## src/include/armCtrl_params.svh

```systemverilog
`ifndef ARMCTRL_PARAMS_SVH
`define ARMCTRL_PARAMS_SVH

// Datapath word width
`define ARM_XLEN 32

// NZCV condition flags
`define ARM_NFLAGS 4

// Writes to this register redirect the fetch
`define ARM_PC_REG 4'd15

`endif

```

## src/design/armCtrlPkg.sv

```systemverilog
`default_nettype none

`include "armCtrl_params.svh"

package armCtrlPkg;

  // Data-processing view of the instruction word
  typedef struct packed {
    logic [3:0]  cond;
    logic [1:0]  op;
    logic        immFlag;
    logic [3:0]  opcode;
    logic        setFlags;
    logic [3:0]  rn;
    logic [3:0]  rd;
    logic [11:0] operand2;
  } dpFields_t;

  // Single data transfer view (LDR / STR)
  typedef struct packed {
    logic [3:0]  cond;
    logic [1:0]  op;
    logic        immFlag;    // Set means register offset
    logic        preIndex;
    logic        up;
    logic        byteFlag;
    logic        writeBack;
    logic        load;
    logic [3:0]  rn;
    logic [3:0]  rd;
    logic [11:0] offset;
  } memFields_t;

  typedef union packed {
    dpFields_t                dp;
    memFields_t               mem;
    logic [`ARM_XLEN-1:0]     raw;
  } instrWord_u;

  typedef enum logic [3:0] {
    DP_AND, DP_EOR, DP_SUB, DP_RSB, DP_ADD, DP_ADC, DP_SBC, DP_RSC,
    DP_TST, DP_TEQ, DP_CMP, DP_CMN, DP_ORR, DP_MOV, DP_BIC, DP_MVN
  } dpOpcode_e;

  // Subtraction is ALU_ADD with invertB
  typedef enum logic [2:0] {
    ALU_ADD, ALU_AND, ALU_OR, ALU_XOR, ALU_PASSB
  } aluOp_e;

  typedef enum logic [3:0] {
    COND_EQ, COND_NE, COND_CS, COND_CC, COND_MI, COND_PL, COND_VS, COND_VC,
    COND_HI, COND_LS, COND_GE, COND_LT, COND_GT, COND_LE, COND_AL
  } condCode_e;

endpackage

`default_nettype wire

```

## src/design/instrDecoder.sv

```systemverilog
`timescale 1ns/1ps
`default_nettype none

`include "armCtrl_params.svh"

module instrDecoder (
  input  armCtrlPkg::instrWord_u instr,
  output logic [1:0]             regSrc,
  output logic [1:0]             immSrc,
  output logic                   aluSrc,
  output logic                   memtoReg,
  output logic                   regWrite,
  output logic                   memWrite,
  output logic                   branch,
  output logic                   aluOp,
  output logic                   pcSrc,
  output logic [1:0]             flagWrite,
  output logic [3:0]             aluControl
);

  // Main decode on the op field
  always_comb begin
    regSrc   = 2'b00;
    immSrc   = 2'b00;
    aluSrc   = 1'b0;
    memtoReg = 1'b0;
    regWrite = 1'b0;
    memWrite = 1'b0;
    branch   = 1'b0;
    aluOp    = 1'b0;
    case (instr.dp.op)
      2'b00: begin                     // Data processing
        aluSrc   = instr.dp.immFlag;   // Immediate or register operand
        regWrite = 1'b1;
        aluOp    = 1'b1;
      end
      2'b01: begin                     // LDR / STR
        immSrc = 2'b01;                // 12-bit offset
        aluSrc = 1'b1;
        if (instr.mem.load) begin
          memtoReg = 1'b1;
          regWrite = 1'b1;
        end else begin
          regSrc   = 2'b10;            // Rd read as store data
          memWrite = 1'b1;
        end
      end
      2'b10: begin
        // Block transfers are not decoded
        if (instr.dp.immFlag) begin
          regSrc = 2'b01;              // PC as first operand
          immSrc = 2'b10;              // 24-bit word offset
          aluSrc = 1'b1;
          branch = 1'b1;
        end
      end
      default: begin
        // Unimplemented encodings keep all controls low
      end
    endcase
  end

  // ALU control and flag write for data processing
  always_comb begin
    if (aluOp) begin
      aluControl = instr.dp.opcode;
      flagWrite  = {instr.dp.setFlags, instr.dp.setFlags};
    end else begin
      aluControl = 4'b0100;            // ADD for address math
      flagWrite  = 2'b00;
    end
  end

  // Fetch redirect on branch or write to the PC
  assign pcSrc = branch | (regWrite & (instr.dp.rd == `ARM_PC_REG));

endmodule

`default_nettype wire

```

## src/design/aluDecoder.sv

```systemverilog
`timescale 1ns/1ps
`default_nettype none

module aluDecoder (
  input  logic                  aluOp,
  input  armCtrlPkg::dpOpcode_e opcode,
  input  logic [1:0]            prevCV,         // Stored {C, V}
  output armCtrlPkg::aluOp_e    aluOperation,
  output logic [2:0]            cvUpdate,
  output logic                  invertB,
  output logic                  reverseInputs,
  output logic                  aluCarry,
  output logic                  doNotWriteReg
);

  logic arith;
  logic carryFromFlag;
  logic carryOne;

  always_comb begin
    aluOperation = armCtrlPkg::ALU_ADD;
    if (aluOp) begin
      case (opcode)
        armCtrlPkg::DP_AND, armCtrlPkg::DP_TST, armCtrlPkg::DP_BIC:
          aluOperation = armCtrlPkg::ALU_AND;
        armCtrlPkg::DP_EOR, armCtrlPkg::DP_TEQ:
          aluOperation = armCtrlPkg::ALU_XOR;
        armCtrlPkg::DP_ORR:
          aluOperation = armCtrlPkg::ALU_OR;
        armCtrlPkg::DP_MOV, armCtrlPkg::DP_MVN:
          aluOperation = armCtrlPkg::ALU_PASSB;
        default:
          aluOperation = armCtrlPkg::ALU_ADD;
      endcase
    end
  end

  assign arith = (aluOperation == armCtrlPkg::ALU_ADD);

  // BIC and MVN use the inverted operand as well
  assign invertB = aluOp & (opcode inside {armCtrlPkg::DP_SUB, armCtrlPkg::DP_RSB,
                                           armCtrlPkg::DP_SBC, armCtrlPkg::DP_RSC,
                                           armCtrlPkg::DP_CMP, armCtrlPkg::DP_BIC,
                                           armCtrlPkg::DP_MVN});
  assign reverseInputs = aluOp & (opcode inside {armCtrlPkg::DP_RSB, armCtrlPkg::DP_RSC});

  assign carryFromFlag = opcode inside {armCtrlPkg::DP_ADC, armCtrlPkg::DP_SBC,
                                        armCtrlPkg::DP_RSC};
  assign carryOne      = opcode inside {armCtrlPkg::DP_SUB, armCtrlPkg::DP_RSB,
                                        armCtrlPkg::DP_CMP};
  assign aluCarry      = aluOp & (carryFromFlag ? prevCV[1] : carryOne);

  // Compare-type ops only set flags
  assign doNotWriteReg = aluOp & (opcode inside {armCtrlPkg::DP_TST, armCtrlPkg::DP_TEQ,
                                                 armCtrlPkg::DP_CMP, armCtrlPkg::DP_CMN});

  // [2] C from adder, [1] V from adder, [0] V passed through for logical ops
  assign cvUpdate = !aluOp ? 3'b000 :
                    arith  ? 3'b110 : {2'b00, prevCV[0]};

endmodule

`default_nettype wire

```

## src/design/condUnit.sv

```systemverilog
`timescale 1ns/1ps
`default_nettype none

`include "armCtrl_params.svh"

module condUnit (
  input  logic                    clk,
  input  logic                    arstN,
  input  logic                    en,
  input  armCtrlPkg::condCode_e   cond,
  input  logic [1:0]              flagWrite,   // {NZ, CV}
  input  logic [`ARM_NFLAGS-1:0]  aluFlags,
  output logic                    condEx,
  output logic [`ARM_NFLAGS-1:0]  flags
);

  logic n;
  logic z;
  logic c;
  logic v;

  assign {n, z, c, v} = flags;

  // Condition check against the stored flags
  always_comb begin
    case (cond)
      armCtrlPkg::COND_EQ: condEx = z;
      armCtrlPkg::COND_NE: condEx = ~z;
      armCtrlPkg::COND_CS: condEx = c;
      armCtrlPkg::COND_CC: condEx = ~c;
      armCtrlPkg::COND_MI: condEx = n;
      armCtrlPkg::COND_PL: condEx = ~n;
      armCtrlPkg::COND_VS: condEx = v;
      armCtrlPkg::COND_VC: condEx = ~v;
      armCtrlPkg::COND_HI: condEx = c & ~z;
      armCtrlPkg::COND_LS: condEx = ~c | z;
      armCtrlPkg::COND_GE: condEx = (n == v);
      armCtrlPkg::COND_LT: condEx = (n != v);
      armCtrlPkg::COND_GT: condEx = ~z & (n == v);
      armCtrlPkg::COND_LE: condEx = z | (n != v);
      armCtrlPkg::COND_AL: condEx = 1'b1;
      default:             condEx = 1'b0;   // NV never executes
    endcase
  end

  // NZCV register with NZ and CV loaded separately
  always_ff @(posedge clk or negedge arstN) begin
    if (!arstN) begin
      flags <= '0;
    end else if (en && condEx) begin
      if (flagWrite[1]) begin
        flags[3:2] <= aluFlags[3:2];
      end
      if (flagWrite[0]) begin
        flags[1:0] <= aluFlags[1:0];
      end
    end
  end

endmodule

`default_nettype wire

```

## src/design/controller.sv

```systemverilog
`timescale 1ns/1ps
`default_nettype none

`include "armCtrl_params.svh"

module controller (
  input  logic                    clk,
  input  logic                    arstN,
  input  armCtrlPkg::instrWord_u  instrD,
  input  logic [`ARM_NFLAGS-1:0]  flagsE,
  input  logic                    stallE,
  input  logic                    flushE,
  input  logic                    stallM,
  input  logic                    stallW,
  input  logic                    flushW,
  output logic [1:0]              regSrcD,
  output logic [1:0]              immSrcD,
  output logic                    aluSrcE,
  output logic [3:0]              aluControlE,
  output armCtrlPkg::aluOp_e      aluOperationE,
  output logic                    invertBE,
  output logic                    reverseInputsE,
  output logic                    aluCarryE,
  output logic [2:0]              cvUpdateE,
  output logic                    branchTakenE,
  output logic                    memWriteM,
  output logic                    memtoRegE,
  output logic                    memtoRegM,
  output logic                    regWriteM,
  output logic                    memtoRegW,
  output logic                    regWriteW,
  output logic                    pcSrcW,
  output logic                    pcWrPendingF
);

  logic       aluSrcD;
  logic       memtoRegD;
  logic       regWriteD;
  logic       memWriteD;
  logic       branchD;
  logic       aluOpD;
  logic       pcSrcD;
  logic [1:0] flagWriteD;
  logic [3:0] aluControlD;

  logic       regWriteE;
  logic       memWriteE;
  logic       branchE;
  logic       pcSrcE;
  logic       aluOpE;
  logic [1:0] flagWriteE;
  logic [3:0] condE;
  logic       condExE;
  logic       doNotWriteRegE;
  logic [`ARM_NFLAGS-1:0] flagsStoredE;

  logic       regWriteGatedE;
  logic       memWriteGatedE;
  logic       pcSrcGatedE;
  logic       pcSrcM;

  instrDecoder u_instrDecoder (
    .instr      (instrD),
    .regSrc     (regSrcD),
    .immSrc     (immSrcD),
    .aluSrc     (aluSrcD),
    .memtoReg   (memtoRegD),
    .regWrite   (regWriteD),
    .memWrite   (memWriteD),
    .branch     (branchD),
    .aluOp      (aluOpD),
    .pcSrc      (pcSrcD),
    .flagWrite  (flagWriteD),
    .aluControl (aluControlD)
  );

  // Flush wins over stall in Execute
  always_ff @(posedge clk or negedge arstN) begin
    if (!arstN) begin
      {flagWriteE, branchE, memWriteE, regWriteE, pcSrcE, memtoRegE} <= '0;
    end else if (flushE) begin
      {flagWriteE, branchE, memWriteE, regWriteE, pcSrcE, memtoRegE} <= '0;
    end else if (!stallE) begin
      {flagWriteE, branchE, memWriteE, regWriteE, pcSrcE, memtoRegE} <=
        {flagWriteD, branchD, memWriteD, regWriteD, pcSrcD, memtoRegD};
    end
  end

  always_ff @(posedge clk or negedge arstN) begin
    if (!arstN) begin
      {aluSrcE, aluControlE, aluOpE, condE} <= '0;
    end else if (!stallE) begin
      {aluSrcE, aluControlE, aluOpE, condE} <= {aluSrcD, aluControlD, aluOpD, instrD.dp.cond};
    end
  end

  // aluControlE carries the opcode for data processing
  aluDecoder u_aluDecoder (
    .aluOp         (aluOpE),
    .opcode        (armCtrlPkg::dpOpcode_e'(aluControlE)),
    .prevCV        (flagsStoredE[1:0]),
    .aluOperation  (aluOperationE),
    .cvUpdate      (cvUpdateE),
    .invertB       (invertBE),
    .reverseInputs (reverseInputsE),
    .aluCarry      (aluCarryE),
    .doNotWriteReg (doNotWriteRegE)
  );

  condUnit u_condUnit (
    .clk       (clk),
    .arstN     (arstN),
    .en        (~stallE),
    .cond      (armCtrlPkg::condCode_e'(condE)),
    .flagWrite (flagWriteE),
    .aluFlags  (flagsE),
    .condEx    (condExE),
    .flags     (flagsStoredE)
  );

  // Writes and branches only when the condition passes
  assign branchTakenE   = branchE & condExE;
  assign memWriteGatedE = memWriteE & condExE;
  assign pcSrcGatedE    = pcSrcE & condExE;
  assign regWriteGatedE = regWriteE & condExE & ~doNotWriteRegE;

  always_ff @(posedge clk or negedge arstN) begin
    if (!arstN) begin
      {memWriteM, memtoRegM, regWriteM, pcSrcM} <= '0;
    end else if (!stallM) begin
      {memWriteM, memtoRegM, regWriteM, pcSrcM} <=
        {memWriteGatedE, memtoRegE, regWriteGatedE, pcSrcGatedE};
    end
  end

  always_ff @(posedge clk or negedge arstN) begin
    if (!arstN) begin
      {memtoRegW, regWriteW, pcSrcW} <= '0;
    end else if (flushW) begin
      {memtoRegW, regWriteW, pcSrcW} <= '0;
    end else if (!stallW) begin
      {memtoRegW, regWriteW, pcSrcW} <= {memtoRegM, regWriteM, pcSrcM};
    end
  end

  assign pcWrPendingF = pcSrcD | pcSrcE | pcSrcM;   // For the hazard unit

endmodule

`default_nettype wire

```

## src/design/armCtrlTop.sv

```systemverilog
`timescale 1ns/1ps
`default_nettype none

`include "armCtrl_params.svh"

module armCtrlTop (
  input  logic                    clk,
  input  logic                    arstN,
  input  armCtrlPkg::instrWord_u  instrD,
  input  logic [`ARM_NFLAGS-1:0]  flagsE,      // From the ALU
  input  logic                    stallE,
  input  logic                    flushE,
  input  logic                    stallM,
  input  logic                    stallW,
  input  logic                    flushW,
  output logic [1:0]              regSrcD,
  output logic [1:0]              immSrcD,
  output logic                    aluSrcE,
  output logic [3:0]              aluControlE,
  output armCtrlPkg::aluOp_e      aluOperationE,
  output logic                    invertBE,
  output logic                    reverseInputsE,
  output logic                    aluCarryE,
  output logic [2:0]              cvUpdateE,
  output logic                    branchTakenE,
  output logic                    memWriteM,
  output logic                    memtoRegE,
  output logic                    memtoRegM,
  output logic                    regWriteM,
  output logic                    memtoRegW,
  output logic                    regWriteW,
  output logic                    pcSrcW,
  output logic                    pcWrPendingF
);

  controller u_controller (
    .clk            (clk),
    .arstN          (arstN),
    .instrD         (instrD),
    .flagsE         (flagsE),
    .stallE         (stallE),
    .flushE         (flushE),
    .stallM         (stallM),
    .stallW         (stallW),
    .flushW         (flushW),
    .regSrcD        (regSrcD),
    .immSrcD        (immSrcD),
    .aluSrcE        (aluSrcE),
    .aluControlE    (aluControlE),
    .aluOperationE  (aluOperationE),
    .invertBE       (invertBE),
    .reverseInputsE (reverseInputsE),
    .aluCarryE      (aluCarryE),
    .cvUpdateE      (cvUpdateE),
    .branchTakenE   (branchTakenE),
    .memWriteM      (memWriteM),
    .memtoRegE      (memtoRegE),
    .memtoRegM      (memtoRegM),
    .regWriteM      (regWriteM),
    .memtoRegW      (memtoRegW),
    .regWriteW      (regWriteW),
    .pcSrcW         (pcSrcW),
    .pcWrPendingF   (pcWrPendingF)
  );

endmodule

`default_nettype wire

```

## config.mk

```make
export PLATFORM = sky130hd
export DESIGN_NAME = armCtrlTop
export DESIGN_NICKNAME = d
export VERILOG_FILES = /design/src/design/armCtrlPkg.sv /design/src/design/instrDecoder.sv /design/src/design/aluDecoder.sv /design/src/design/condUnit.sv /design/src/design/controller.sv /design/src/design/armCtrlTop.sv
export VERILOG_INCLUDE_DIRS = /design/src /design/src/include
export SDC_FILE = /design/constraint.sdc
export NUM_CORES = 1
export LEC_CHECK = 0
export BUFFER_PORTS_ARGS = -buffer_cell sky130_fd_sc_hd__buf_2
export CORE_ASPECT_RATIO = 0.6
export CORE_MARGIN = 2
export CORE_UTILIZATION = 50
export CTS_CLUSTER_DIAMETER = 150
export DETAILED_ROUTE_END_ITERATION = 8
export PLACE_DENSITY = 0.91
export SYNTH_ARGS = -nofsm -noshare
export SYNTH_HDL_FRONTEND = slang
export SYNTH_SLANG_ARGS = --single-unit
```

## constraint.sdc

```tcl
create_clock -name clk -period 5.4 [get_ports clk]
set_clock_uncertainty 0.1 [all_clocks]
set_input_delay 0.54 -clock clk [delete_from_list [all_inputs] [get_ports clk]]
set_output_delay 0.54 -clock clk [all_outputs]
set_load 0.02 [all_outputs]
```

## Word-level counts from Yosys, hierarchy flattened

Memories as Yosys holds them, arrays and structs flattened.
Index checks and enable logic that the tools add are counted.

- Register bits after elaboration: 28
- Bits in latches: 0
- Memory bits (writable): 0
- Bits in read-only memories: 48
- Bits of input ports: 43
- Output and inout port bits: 27
- Memories kept: 1

- $add $sub $neg: 0
- Multiply operators: 0
- Divide/modulo/power cells: 0
- $lt $le $gt $ge: 0
- Equality and inequality tests: 32
- Shift operators: 0
- Multiplexer cells: 39
- Bitwise gates (word level): 23
- Reduce and logical (&&, ||, !) cells: 11

Memory list:

| name | words | width | read ports | clocked after Yosys merged registers in | wr ports | RTL line | source |
|---|---|---|---|---|---|---|---|
| (no name shown) | 16 | 3 | 1 | 0 | 0 | aluDecoder.sv:23 | `case (opcode)` |

Operator list:

| operator | count |
|---|---|
| $eq 4x4->1 const B | 14 |
| $eq 4x3->1 const B | 7 |
| $mux 1 | 25 |
| $eq 4x2->1 const B | 4 |
| $pmux 1 s15 | 1 |
| $and 1x1->1 | 12 |
| $mux 2 | 5 |
| $mux 3 | 3 |
| $pmux 2 s2 | 2 |
| $reduce_bool 7->1 | 1 |
| $not 1->1 | 6 |
| $reduce_bool 3->1 | 2 |
| $or 1x1->1 | 5 |
| $eq 4x1->1 const B | 1 |
| $logic_not 4->1 | 1 |
| $mux 4 | 1 |
| $ne 2x1->1 const B | 2 |
| $reduce_and 2->1 | 2 |
| $reduce_bool 4->1 | 1 |
| $logic_not 3->1 | 1 |
| $pmux 1 s3 | 1 |
| $eq 2x1->1 const B | 1 |
| $eq 2x2->1 const B | 1 |
| $logic_not 2->1 | 1 |
| 5 further kinds | 5 |

## Depth between registers and ports, before layout

- Depth in word-level cells: 6
- Depth in mapped cells: 6
- Gate-level depth less buffers: 6

## Hierarchy

Synthesis repeated with hierarchy kept, for this count alone.

- Cells, all modules: 162
- Area, all modules: 1654.1 um^2

By module, submodules not included:

| module | instances | cells an instance | area each (um^2) |
|---|---|---|---|
| controller | 1 | 68 | 955.9 |
| condUnit | 1 | 44 | 359.1 |
| instrDecoder | 1 | 27 | 201.4 |
| aluDecoder | 1 | 23 | 137.6 |

## Least setup slack after synthesis

OpenSTA, ideal clock, no wires.

- Path kind: register to output
- Start: register u_controller.condE[0]
- End: output branchTakenE
- Arrival: 1.632 ns
- Required time: 4.760 ns
- Slack: 3.128 ns
- Stages on the path, launching flop included: 7
- Path buffers: 1
- Cells stage by stage: dfrtp_1 -> buf_6 -> and4bb_1 -> mux2i_1 -> a311oi_1 -> nor4_4 -> nor2b_1

- Longest elaborated chain between the ends: 3

RTL lines:

| what | RTL line | source |
|---|---|---|
| start: declaration | controller.sv:52 | `logic [3:0] condE;` |
| start signal: assignment | controller.sv:93 | `{aluSrcE, aluControlE, aluOpE, condE} <= {aluSrcD, aluControlD, aluOpD, instrD.dp.cond};` |
| $eq 4x4->1 (tied with other cells) | condUnit.sv:26 | `case (cond)` |
| $pmux 1 s15 * | condUnit.sv:26 |  |
| $and 1x1->1 * | controller.sv:122 | `assign branchTakenE = branchE & condExE;` |
| end: declaration | armCtrlTop.sv:25 | `output logic branchTakenE,` |

Every way passes the cells marked *; elsewhere a longest branch is shown, timed or not.

## Worst setup path after layout

- Start: register u_controller.condE[2]
- End: output branchTakenE

Same word-level chain as after synthesis.

==> metrics.cfg <==
[logic_synthesis]
syn-cell-area_mm2 = 0.001546
synth_area_leaders = dfrtp_1 44%, mux2i_1 5.2%, nand2_1 5.1%, nor2_1 4.9%, a21oi_1 3.9%
synth_cell_types = 37
yosys_warnings = 0
yosys.area.top_type = dfrtp_1
avgSynthCellArea_um2 = 9.260
syn_nets = 214
ys_seq_area_share_pct = 43.69
synthCells = 167
synth_seq_cells = 27
netlist.area_leader.share_pct = 43.69

[grt]
antenna_found_initial = 0
grt_pass1_wl_um = 5499
first_global_vias = 1169
grt_overflow = 0
grt_use_total_pct = 21.31
grt_max_degree = 28

[sta]
hold_viol_final = 0
finalSetupViolations = 0
post-route-min-period_ps = 2771
finalCritPeriodShare_pct = 51.32
finalMaxSlewViolations = 0
max_slew_margin_pct = 60.92
tns_ps = 0
rsz0062_at_grt = no
tightest_slew_ps = 586.3
max_freq_ghz = 0.3608

[critical_path]
cp_max_fo = 11
crit_slowest_cell = dfrtp_1
path_cells = and3_2, mux2i_1, a311oi_1, nor4_4, nor2b_1, buf_2
worst_setup_path_start_kind = flop
critPathRequiredTime_ps = 4760
worstRegToRegCells = 5
r2r_end = u_controller.u_condUnit.flags[0]
reg2reg_setup_slack_ps = 3390
worst-setup-path-type = flop to primary output
worstPathArrival_ps = 2130
cp-end-kind = primary output
rr_startpoint = u_controller.condE[2]
cp_slowest_stage_delay_ps = 520

[flow_run]
max_cap_viol_count = 0

[layout]
drive_gt1_share_pct = 30.70
final_common_cell = buf_2
seq_area_um2 = 675.6
multi_input_area_um2 = 773.2
final_cell_mix = 53 x buf_2, 27 x dfrtp_1, 21 x nand2_1
area_growth_pct = 19.82
antennaDiodeCount = 0
finalInstanceArea_mm2 = 0.001853
nets = 263
fillers = 238
final_util_pct = 63.70

[clock_tree]
worstSkewPairLatency_ps = 280
hold_buffers = 0
htree_levels = 1
cts_num_sinks = 27
cts_max_path_buffers = 2
cts.clk_slew.worst_paths_ps = 100
post_cts_buffers = 0
clock-root-buffer = clkbuf_8
cts_resized = 0
cts_tree = built
cts_made_buffers = 3

[placement]
place_area_mm2 = 0.001804
port_buffers = 53
dp_hpwl_um = 2607
gp_congestion = 0.9077

[pwr]
seqPwrFrac_pct = 49.6
intPower_mw = 0.3462
powerDensity_mw_per_mm2 = 287.0
switching_share_pct = 34.92
irDropWorstVdd_mv = 0.1729
p_clk_share_pct = 22.3
power_switching_mw = 0.1858
p_leak_nw = 0.9542
pwr-share-comb_pct = 28.1

[route]
drt_pre_antenna_iters = 4
routedWlPerCell_um = 13.37
drt_wl_total_um = 3436
viasPerCell = 5.475
ant_nets = 0
vias = 1407
first_iter_violations = 100
drc = 0

[floorplan]
ios = 70
num_rows = 15
dieArea_mm2 = 0.003568
die_h_um = 47.08
start_util_pct = 53.16
core_mm2 = 0.002909
fp.dieW_um = 75.80

[worst_hold_path]
hold_path.class = primary input to async pin

[run_status]
status = finished clean

## critical path: cells and delay by family, from the launching register on
| kind | cells | cell delay [ps] |
|---|---|---|
| AO/OA/AOI/OAI | 1 | 170 |
| buffers and inverters | 1 | 180 |
| flip-flops | 1 | 520 |
| multiplexers | 1 | 140 |
| AND/OR/NAND/NOR | 3 | 840 |
## kinds of logic (layout without fill, tap and decap cells)
logic type      after synthesis  after routing  share of synthesized area (%)
mux                          13             13                          8.819
flops                        27             27                          43.69
simple gates                 65             65                          21.44
compound gates               37             37                          15.37
buf+inv                      19             67                          6.310
xor+xnor                      2              2                          1.133
fa+ha+maj                     4              4                          3.236
## power groups by stage
stage / sequential, mW / combinational [mW] / clock [mW]
floorplan: 0.256 / 0.114 / 0
global placement: 0.265 / 0.145 / 0
detailed placement: 0.266 / 0.149 / 0
CTS: 0.262 / 0.151 / 0.120
global route: 0.268 / 0.166 / 0.128
finish: 0.264 / 0.149 / 0.119
## Yosys cell counts (all sizes together)
library cell / number
o21a: 2
o2111ai: 1
a311oi: 1
o21ai: 10
a21oi: 12
nor3b: 4
or3: 2
and3: 3
a21o: 1
mux2i: 8
dfrtp: 27
a22o: 1
nor2b: 5
nand3: 3
nand4: 1
and4bb: 1
nor3: 1
inv: 10
clkbuf: 4
nor2: 20
buf: 5
nand4bb: 1
ha: 4
mux2: 5
xor2: 1
a31oi: 1
o32ai: 4
nand2b: 2
o31ai: 1
a22oi: 1
xnor2: 1
o31a: 1
o211ai: 1
nand2: 21
nor4: 1
## final cells by class
cell class	instances	area share, %
Sequential cell	27	36.46
Multi-Input combinational cell	121	41.73
Inverter	10	2.026
Clock inverter	1	0.4051
Timing Repair Buffer	53	14.31
Tap cell	42	2.836
Clock buffer	3	2.228
## through the flow
| step | power, mW | hold WS (ps) | instances | worst slack [ps] |
|---|---|---|---|---|
| CTS | 0.5328 | 177.0 | 257 | 2634 |
| detailed placement | 0.4152 | 381.8 | 253 | 2875 |
| finish | 0.5319 | 153.5 | 257 | 2629 |
| global placement | 0.4096 | 367.3 | 253 | 2943 |
| global route | 0.5620 | 196.3 | 257 | 2495 |
| floorplan | 0.3701 | 144.4 | 167 | 3128 |
## worst max path at each step
stage	from	to	slack (ps)	depth (start not counted)
global route	u_controller.condE[2]	branchTakenE	2500	6
global placement	instrD[26]	pcWrPendingF	2940	7
floorplan	u_controller.condE[0]	branchTakenE	3130	6
CTS	u_controller.condE[2]	branchTakenE	2630	6
finish	u_controller.condE[2]	branchTakenE	2630	6
detailed placement	instrD[26]	pcWrPendingF	2880	7
## layer usage
| metal | wire [µm] | up-vias | share of wire, % | global-route usage [%] |
|---|---|---|---|---|
| met5 | 0 | - | 0 | 0 |
| met4 | 9 | 0 | 0.26 | 4.211 |
| met3 | 306 | 2 | 8.9 | 6.652 |
| met2 | 1444 | 69 | 42 | 32.07 |
| met1 | 1676 | 653 | 49 | 30.80 |
| li1 | - | 683 | - | - |
## flip-flops by register name (all words and copies together), names as in the netlist
register	flops
u_controller.aluControlE	4
u_controller.aluOpE	1
u_controller.aluSrcE	1
u_controller.branchE	1
u_controller.condE	4
u_controller.flagWriteE	1
u_controller.memWriteE	1
u_controller.memWriteM	1
u_controller.memtoRegE	1
u_controller.memtoRegM	1
u_controller.memtoRegW	1
u_controller.pcSrcE	1
u_controller.pcSrcM	1
u_controller.pcSrcW	1
u_controller.regWriteE	1
u_controller.regWriteM	1
u_controller.regWriteW	1
u_controller.u_condUnit.flags	4
(Power assumes the default switching activity.)
